<file path="config.mk">
export PLATFORM = sky130hd
export DESIGN_NAME = quplsDecodeTop
export DESIGN_NICKNAME = d
export VERILOG_FILES = /design/src/hdl/QuplsPkg.sv /design/src/hdl/quplsDecodeMacro.sv /design/src/hdl/quplsDecodeTop.sv /design/src/hdl/quplsInstrQueue.sv /design/src/hdl/quplsMicroSeq.sv
export SDC_FILE = /design/constraint.sdc
export NUM_CORES = 1
export LEC_CHECK = 0
export BUFFER_PORTS_ARGS = -buffer_cell sky130_fd_sc_hd__buf_2
export CAP_MARGIN = 10
export CORE_ASPECT_RATIO = 1.75
export CORE_MARGIN = 1
export CORE_UTILIZATION = 52
export DETAILED_ROUTE_END_ITERATION = 16
export GPL_TIMING_DRIVEN = 0
export PLACE_DENSITY = 0.77
export SYNTH_ARGS = -nofsm -noshare
export SYNTH_HDL_FRONTEND = slang
export SYNTH_SLANG_ARGS = --single-unit
</file>
<file path="constraint.sdc">
create_clock -name clk -period 2.63 [get_ports clk]
set_input_delay 0.1315 -clock clk [delete_from_list [all_inputs] [get_ports clk]]
set_output_delay 0.1315 -clock clk [all_outputs]
set_load 0.02 [all_outputs]
</file>
<file path="src/hdl/QuplsPkg.sv">
// Shared types and constants for the decode front; INSTR_QDEPTH must match the sender's credits
`default_nettype none

package QuplsPkg;

// ==========================================================================
// Field widths
// ==========================================================================

	// The instruction word is a fixed 32 bits wide
	localparam int INSTR_BITS = 32;

	// The opcode sits in the low seven bits of every word
	localparam int OPC_BITS = 7;

	// The macro count field holds up to eight steps, numbered 0 to 7
	localparam int STEP_BITS = 3;

	// The count field starts at bit 8 and ends at bit 10
	localparam int CNT_LSB = 8;

	typedef logic [INSTR_BITS-1:0] instrWord_t;
	typedef logic [OPC_BITS-1:0] opcode_t;
	typedef logic [STEP_BITS-1:0] stepIdx_t;

// ==========================================================================
// Macro opcodes
// ==========================================================================

	// Stack frame group
	localparam opcode_t OP_PUSH  = 7'h10;
	localparam opcode_t OP_POP   = 7'h11;
	localparam opcode_t OP_ENTER = 7'h12;
	localparam opcode_t OP_LEAVE = 7'h13;

	// Bit string group
	localparam opcode_t OP_BSET  = 7'h14;
	localparam opcode_t OP_BFND  = 7'h15;
	localparam opcode_t OP_BMOV  = 7'h16;
	localparam opcode_t OP_BCMP  = 7'h17;

	// Indirect subroutine call through a table
	localparam opcode_t OP_JSRI  = 7'h18;

// ==========================================================================
// Flow control
// ==========================================================================

	// Queue entries, which is also the sender's starting credit count
	localparam int INSTR_QDEPTH = 4;

	// Micro-op credits the rename side grants after reset
	localparam int UOP_CREDITS = 4;

	// Three bits hold any count from 0 up to 4
	typedef logic [2:0] credit_t;

	// Queue pointers index one of INSTR_QDEPTH entries
	localparam int QPTR_BITS = $clog2(INSTR_QDEPTH);
	typedef logic [QPTR_BITS-1:0] qPtr_t;

endpackage

`default_nettype wire

</file>
<file path="src/hdl/quplsDecodeMacro.sv">
// Purely combinational; looks only at the opcode field, so the count field is ignored here
`default_nettype none

module quplsDecodeMacro
(
	input wire QuplsPkg::instrWord_t instr,
	output logic isMacro
);

	// Opcode pulled out of the low bits of the word
	QuplsPkg::opcode_t opcode;

	assign opcode = instr[QuplsPkg::OPC_BITS-1:0];

	// Any of the nine macro opcodes expands into several micro-ops
	always_comb
	begin
		unique case (opcode)
		QuplsPkg::OP_PUSH, QuplsPkg::OP_POP:
			isMacro = 1'b1;
		QuplsPkg::OP_ENTER, QuplsPkg::OP_LEAVE:
			isMacro = 1'b1;
		QuplsPkg::OP_BSET, QuplsPkg::OP_BFND, QuplsPkg::OP_BMOV, QuplsPkg::OP_BCMP:
			isMacro = 1'b1;
		QuplsPkg::OP_JSRI:
			isMacro = 1'b1;
		// Everything else is a plain single micro-op word
		default:
			isMacro = 1'b0;
		endcase
	end

endmodule

`default_nettype wire

</file>
<file path="src/hdl/quplsDecodeTop.sv">
// At least two cycles from instrValid to the first uopValid; both sides run on credits only
`default_nettype none

module quplsDecodeTop
(
	input wire clk,
	input wire rstN,
	input wire instrValid,
	input wire QuplsPkg::instrWord_t instrData,
	output logic instrCredit,
	output logic uopValid,
	output QuplsPkg::instrWord_t uopData,
	output QuplsPkg::stepIdx_t uopStep,
	output logic uopLast,
	input wire uopCredit
);

	// Head of the instruction queue and the pop from the sequencer
	logic qValid;
	QuplsPkg::instrWord_t qData;
	logic qPop;

	quplsInstrQueue i_quplsInstrQueue
	(
		.clk(clk),
		.rstN(rstN),
		.instrValid(instrValid),
		.instrData(instrData),
		.pop(qPop),
		.headValid(qValid),
		.headData(qData),
		.instrCredit(instrCredit)
	);

	// Expands each queued word into its run of micro-ops
	quplsMicroSeq i_quplsMicroSeq
	(
		.clk(clk),
		.rstN(rstN),
		.qValid(qValid),
		.qData(qData),
		.qPop(qPop),
		.uopValid(uopValid),
		.uopData(uopData),
		.uopStep(uopStep),
		.uopLast(uopLast),
		.uopCredit(uopCredit)
	);

endmodule

`default_nettype wire

</file>
<file path="src/hdl/quplsInstrQueue.sv">
// Sender must respect credits; a write into a full queue is not detected and corrupts entries
`default_nettype none

module quplsInstrQueue
(
	input wire clk,
	input wire rstN,
	input wire instrValid,
	input wire QuplsPkg::instrWord_t instrData,
	input wire pop,
	output logic headValid,
	output QuplsPkg::instrWord_t headData,
	output logic instrCredit
);

	// Entry storage
	QuplsPkg::instrWord_t mem [QuplsPkg::INSTR_QDEPTH];

	// Circular pointers and the number of valid entries
	QuplsPkg::qPtr_t wrPtr;
	QuplsPkg::qPtr_t rdPtr;
	QuplsPkg::credit_t count;

	// A pop only counts when there is an entry to take
	logic doPop;

	// Advance a pointer and wrap at the last entry
	function automatic QuplsPkg::qPtr_t nextPtr(input QuplsPkg::qPtr_t ptr);
		if (ptr == QuplsPkg::qPtr_t'(QuplsPkg::INSTR_QDEPTH - 1))
			return '0;
		return ptr + QuplsPkg::qPtr_t'(1);
	endfunction

	assign headValid = (count != '0);
	assign headData = mem[rdPtr];
	assign doPop = pop & headValid;

	// A written word shows up at the head on the following cycle
	always_ff @(posedge clk)
	begin
		if (instrValid)
			mem[wrPtr] <= instrData;
	end

	always_ff @(posedge clk or negedge rstN)
	begin
		if (!rstN)
		begin
			wrPtr <= '0;
			rdPtr <= '0;
			count <= '0;
			instrCredit <= 1'b0;
		end
		else
		begin
			if (instrValid)
				wrPtr <= nextPtr(wrPtr);
			if (doPop)
				rdPtr <= nextPtr(rdPtr);
			// Simultaneous write and pop leave the occupancy unchanged
			unique case ({instrValid, doPop})
			2'b10:
				count <= count + QuplsPkg::credit_t'(1);
			2'b01:
				count <= count - QuplsPkg::credit_t'(1);
			default:
				count <= count;
			endcase
			// One credit goes back to the sender the cycle after each pop
			instrCredit <= doPop;
		end
	end

endmodule

`default_nettype wire

</file>
<file path="src/hdl/quplsMicroSeq.sv">
// Emits only while holding output credit; receiver must not return more than UOP_CREDITS
`default_nettype none

module quplsMicroSeq
(
	input wire clk,
	input wire rstN,
	input wire qValid,
	input wire QuplsPkg::instrWord_t qData,
	output logic qPop,
	output logic uopValid,
	output QuplsPkg::instrWord_t uopData,
	output QuplsPkg::stepIdx_t uopStep,
	output logic uopLast,
	input wire uopCredit
);

	typedef enum logic
	{
		IDLE,
		EMIT
	} seqState_t;

	seqState_t state;

	// Word being expanded, current step and the step that ends it
	QuplsPkg::instrWord_t wordReg;
	QuplsPkg::stepIdx_t stepCnt;
	QuplsPkg::stepIdx_t finalStep;

	// Micro-op slots still granted by the rename side
	QuplsPkg::credit_t creditCnt;

	// Macro flag and count field of the word at the queue head
	logic headIsMacro;
	QuplsPkg::stepIdx_t headCount;

	// High in any cycle that sends a micro-op
	logic emit;

// ==========================================================================
// Head decode
// ==========================================================================

	quplsDecodeMacro i_quplsDecodeMacro
	(
		.instr(qData),
		.isMacro(headIsMacro)
	);

	assign headCount = qData[QuplsPkg::CNT_LSB +: QuplsPkg::STEP_BITS];

// ==========================================================================
// Micro-op output
// ==========================================================================

	assign emit = (state == EMIT) && (creditCnt != '0);
	assign uopValid = emit;
	assign uopData = wordReg;
	assign uopStep = stepCnt;
	assign uopLast = (stepCnt == finalStep);

	// Take a new word when idle, or in the same cycle the last step goes out
	assign qPop = qValid && ((state == IDLE) || (emit && uopLast));

	// Word captured on each pop and held for all of its steps
	always_ff @(posedge clk)
	begin
		if (qPop)
			wordReg <= qData;
	end

	always_ff @(posedge clk or negedge rstN)
	begin
		if (!rstN)
		begin
			state <= IDLE;
			stepCnt <= '0;
			finalStep <= '0;
		end
		else if (qPop)
		begin
			// A plain word ends on step 0, a macro on its count field
			state <= EMIT;
			stepCnt <= '0;
			finalStep <= headIsMacro ? headCount : '0;
		end
		else if (emit)
		begin
			if (uopLast)
				state <= IDLE;
			else
				stepCnt <= stepCnt + QuplsPkg::stepIdx_t'(1);
		end
	end

	// Returned credits and sent micro-ops can land in the same cycle
	always_ff @(posedge clk or negedge rstN)
	begin
		if (!rstN)
			creditCnt <= QuplsPkg::credit_t'(QuplsPkg::UOP_CREDITS);
		else
		begin
			unique case ({uopCredit, emit})
			2'b10:
				creditCnt <= creditCnt + QuplsPkg::credit_t'(1);
			2'b01:
				creditCnt <= creditCnt - QuplsPkg::credit_t'(1);
			default:
				creditCnt <= creditCnt;
			endcase
		end
	end

endmodule

`default_nettype wire

</file>
==> results.sh <==
export IMPL_route_vias_total=3154
export IMPL_synthesis_yosys_warnings=0
export IMPL_vias_in_the_first_global_route=3480
export IMPL_timing_max_transition_violations_final=0
export IMPL_std_cell_rows=54
export IMPL_worst_setup_path_type="reg -> reg"
export IMPL_ys_dominant_reg_cell="sky130_fd_sc_hd__edfxtp_1"
export IMPL_finalNetCount=466
export IMPL_synth_edff_count=160
export IMPL_route_detailed_vias_per_inst=5.25
export IMPL_top_level_ports=74
export IMPL_grt_antenna_before_repair=0
export IMPL_synth_top_cells_by_area="sky130_fd_sc_hd__edfxtp_1, sky130_fd_sc_hd__mux4_2, sky130_fd_sc_hd__dfrtp_1"
export IMPL_ff_latch_area_um2=5260
export IMPL_grt_total_usage_pct=19.2
export IMPL_global_route_overflow_total=0
export IMPL_gpl_final_weighted_congestion=0.710
export IMPL_worst_r2r_startpoint="i_quplsMicroSeq.creditCnt[2]$_DFFE_PN1P_"
export IMPL_ir_drop_uv=638
export IMPL_yosys_cell_types_count=28
export IMPL_slew_limit_headroom_pct=38.3
export IMPL_synth_net_count=331
export IMPL_setup_viol=0
export IMPL_detail_route_antenna_nets=0
export IMPL_clk_insertion_delay_late_ns=0.41
export IMPL_worstSetupEndpointType="flop"
export IMPL_critical_path_rt_ns=2.96
export IMPL_drive_above_1_share_pct=35.3
export IMPL_worst_setup_path_start_kind="flop"
export IMPL_clock_root_buffer="sky130_fd_sc_hd__clkbuf_16"
export IMPL_detail_route_wirelength_um=11600
export IMPL_die_height_um=151
export IMPL_timing_reg2reg_setup_slack_ns=0.13
export IMPL_asyncSetResetFlopFracSynth_pct=10.1
export IMPL_post_synth_top_count_cell="sky130_fd_sc_hd__edfxtp_1"
export IMPL_finalWorstPathRequiredPeriod_ns=2.50
export IMPL_insertedDiodeCount=0
export IMPL_syn_cell_area_um2=6580
export IMPL_seq_area_frac_synth_pct=79.9
export IMPL_run_status="completed"
export IMPL_synthToLayoutAreaGrowth_pct=25.1
export IMPL_arrival_ns=2.83
export IMPL_starting_density_of_the_core_pct=52.9
export IMPL_cellPowerDensity_nw_per_um2=1270
export IMPL_std_cell_core_area_um2=12400
export IMPL_wire_per_inst_um=19.3
export IMPL_synth_seq_cells=178
export IMPL_timing_fmax_mhz=401
export IMPL_die_area_um2=13100
export IMPL_hold_viol_final=0
export IMPL_die_width_um=87.0
export IMPL_worstPathMaxFanout=3
export IMPL_placed_area_um2=7170
export IMPL_setup_worst_path_start="i_quplsMicroSeq.creditCnt[2]$_DFFE_PN1P_"
export IMPL_hold_slack_final_ns=0.189
export IMPL_final_cell_area_um2=8230
export IMPL_remaining_drc_errors=0
export IMPL_clock_tree_from_tritoncts="built"
export IMPL_grt_setup_unrepaired="false"
export IMPL_period_share_pct=94.9
export IMPL_critical_path_endpoint="i_quplsInstrQueue.count[2]$_DFFE_PN0P_"
export IMPL_cts_sink_count=178
export IMPL_post_layout_nonfiller_instances=601
export IMPL_cap_violations=0
export IMPL_min_delay_path_class="in -> async"
export IMPL_syn_avg_cell_area_um2=23.1
export IMPL_dp_hpwl_um=6740
export IMPL_yosys_area_top_type_share_pct=73.0
export IMPL_detailedRoute_firstPassIterationCount=4
export IMPL_grt_pass1_wl_um=17700
export IMPL_fillers=864
export IMPL_synth_cells_most_frequent="sky130_fd_sc_hd__edfxtp_1, sky130_fd_sc_hd__mux4_2, sky130_fd_sc_hd__dfrtp_1"
export IMPL_reg2reg_to="i_quplsInstrQueue.count[2]$_DFFE_PN0P_"
export IMPL_fin_skew_ns=0.00870
export IMPL_clk_pin_slew_ns=0.06
export IMPL_synth_largest_area_cell="sky130_fd_sc_hd__edfxtp_1"
export IMPL_dp_cells=526
export IMPL_detailedRoute_firstIterationViolations=175
export IMPL_cts_max_level=4
export IMPL_cts_path_max_buffers=2
export IMPL_grt_start_max_net_pins=33
export IMPL_multi_input_area_um2=1250
export IMPL_r2r_cells=10
export IMPL_p_leak_nw=3.02
export IMPL_numCtsBuffers=17
export IMPL_port_buffers=73
export IMPL_worst_pin_slew_ns=0.926
export IMPL_synthCells=285
[layout by cell type (no fill, tap or decap), types with 4 or more instances in the layout]
cell | netlist | layout
sky130_fd_sc_hd__edfxtp_1 | 160 | 160
sky130_fd_sc_hd__buf_2 | 4 | 76
sky130_fd_sc_hd__dlygate4sd3_1 | 0 | 34
sky130_fd_sc_hd__mux4_2 | 29 | 29
sky130_fd_sc_hd__clkbuf_16 | 0 | 17
sky130_fd_sc_hd__dfrtp_1 | 17 | 17
sky130_fd_sc_hd__inv_1 | 10 | 10
sky130_fd_sc_hd__xor2_1 | 8 | 8
sky130_fd_sc_hd__ha_1 | 8 | 7
sky130_fd_sc_hd__buf_4 | 0 | 7
sky130_fd_sc_hd__nor2_1 | 6 | 6
sky130_fd_sc_hd__clkbuf_1 | 3 | 4
sky130_fd_sc_hd__and2_2 | 0 | 4
sky130_fd_sc_hd__clkinvlp_4 | 0 | 4
[timing repair]
item                       CTS  global route
hold endpoints to repair   148             0
pin swaps                    2             3
gates cloned                 2             0
setup endpoints to repair    2             1
setup buffers                4             3
gates resized for setup      1             1
hold buffers                34             0
[critical path, stage by stage, from the launching register on]
cell and delay [ns]:
sky130_fd_sc_hd__dfstp_2 0.55, sky130_fd_sc_hd__nor3_1 0.06, sky130_fd_sc_hd__o41ai_2 0.44, sky130_fd_sc_hd__and2_4 0.24, sky130_fd_sc_hd__buf_12 0.09, sky130_fd_sc_hd__ha_2 0.17
sky130_fd_sc_hd__inv_1 0.05, sky130_fd_sc_hd__fa_1 0.37, sky130_fd_sc_hd__xor2_1 0.17, sky130_fd_sc_hd__nor2_1 0.11, sky130_fd_sc_hd__xor2_1 0.16
[logic make-up after synthesis]
family          synth area share [%]
flops                           79.9
buf+inv                         1.22
fa+ha+maj                       2.13
simple gates                    1.67
compound gates                  1.67
mux                             11.9
xor+xnor                        1.46
[report_power, final]
part | switching (W) | total (W) | internal (W) | leakage, nW
sequential | 0.000242 | 0.00435 | 0.00411 | 1.72
clock | 0.00100 | 0.00249 | 0.00149 | 0.275
combinational | 0.00194 | 0.00363 | 0.00170 | 1.03
[state kept, by name, summed over array words and instances (netlist names)]
register	count
i_quplsInstrQueue.count	3
i_quplsInstrQueue.instrCredit	1
i_quplsInstrQueue.mem	128
i_quplsInstrQueue.rdPtr	2
i_quplsInstrQueue.wrPtr	2
i_quplsMicroSeq.creditCnt	3
i_quplsMicroSeq.finalStep	3
i_quplsMicroSeq.state	1
i_quplsMicroSeq.uopData	32
i_quplsMicroSeq.uopStep	3
[metal layers]
| metal | share of wire (%) | track usage, % | up-vias | wire length [um] |
|---|---|---|---|---|
| met5 | 0 | 0 | - | 0 |
| met3 | 3.5 | 4.31 | 4 | 410 |
| met1 | 36 | 20.2 | 1636 | 4210 |
| met2 | 59 | 35.9 | 78 | 6870 |
| met4 | 0.80 | 8.58 | 0 | 93 |
| li1 | - | - | 1436 | - |
[per-stage QoR]
step	TNS, ns	power, W	setup WS (ns)	util, %
floorplan	0	0.00653	0.00610	-
CTS	0	0.0105	0.0272	66.0
global placement	-0.158	0.00734	-0.158	57.7
global route	0	0.0110	0.0351	66.2
detailed placement	-0.242	0.00745	-0.238	57.7
finish	0	0.0105	0.134	66.2
[layout make-up]
| cell class | count | share of cell area [%] |
|---|---|---|
| plain buffers | 8 | 0.700 |
| clock buffers | 18 | 5.22 |
| clock inverters | 14 | 1.98 |
| inverters | 10 | 0.456 |
| multi-input cells | 89 | 15.2 |
| flip-flops and latches | 178 | 63.9 |
| well taps | 168 | 2.55 |
| repair buffers | 116 | 10.0 |
[worst min-delay path by stage]
stage,to
floorplan,i_quplsInstrQueue.count[0]$_DFFE_PN0P_
global placement,i_quplsInstrQueue.instrCredit$_DFF_PN0_
detailed placement,i_quplsInstrQueue.instrCredit$_DFF_PN0_
CTS,i_quplsMicroSeq.creditCnt[0]$_DFFE_PN0P_
global route,i_quplsMicroSeq.creditCnt[0]$_DFFE_PN0P_
finish,i_quplsInstrQueue.instrCredit$_DFF_PN0_
(Power assumes the default switching activity.)
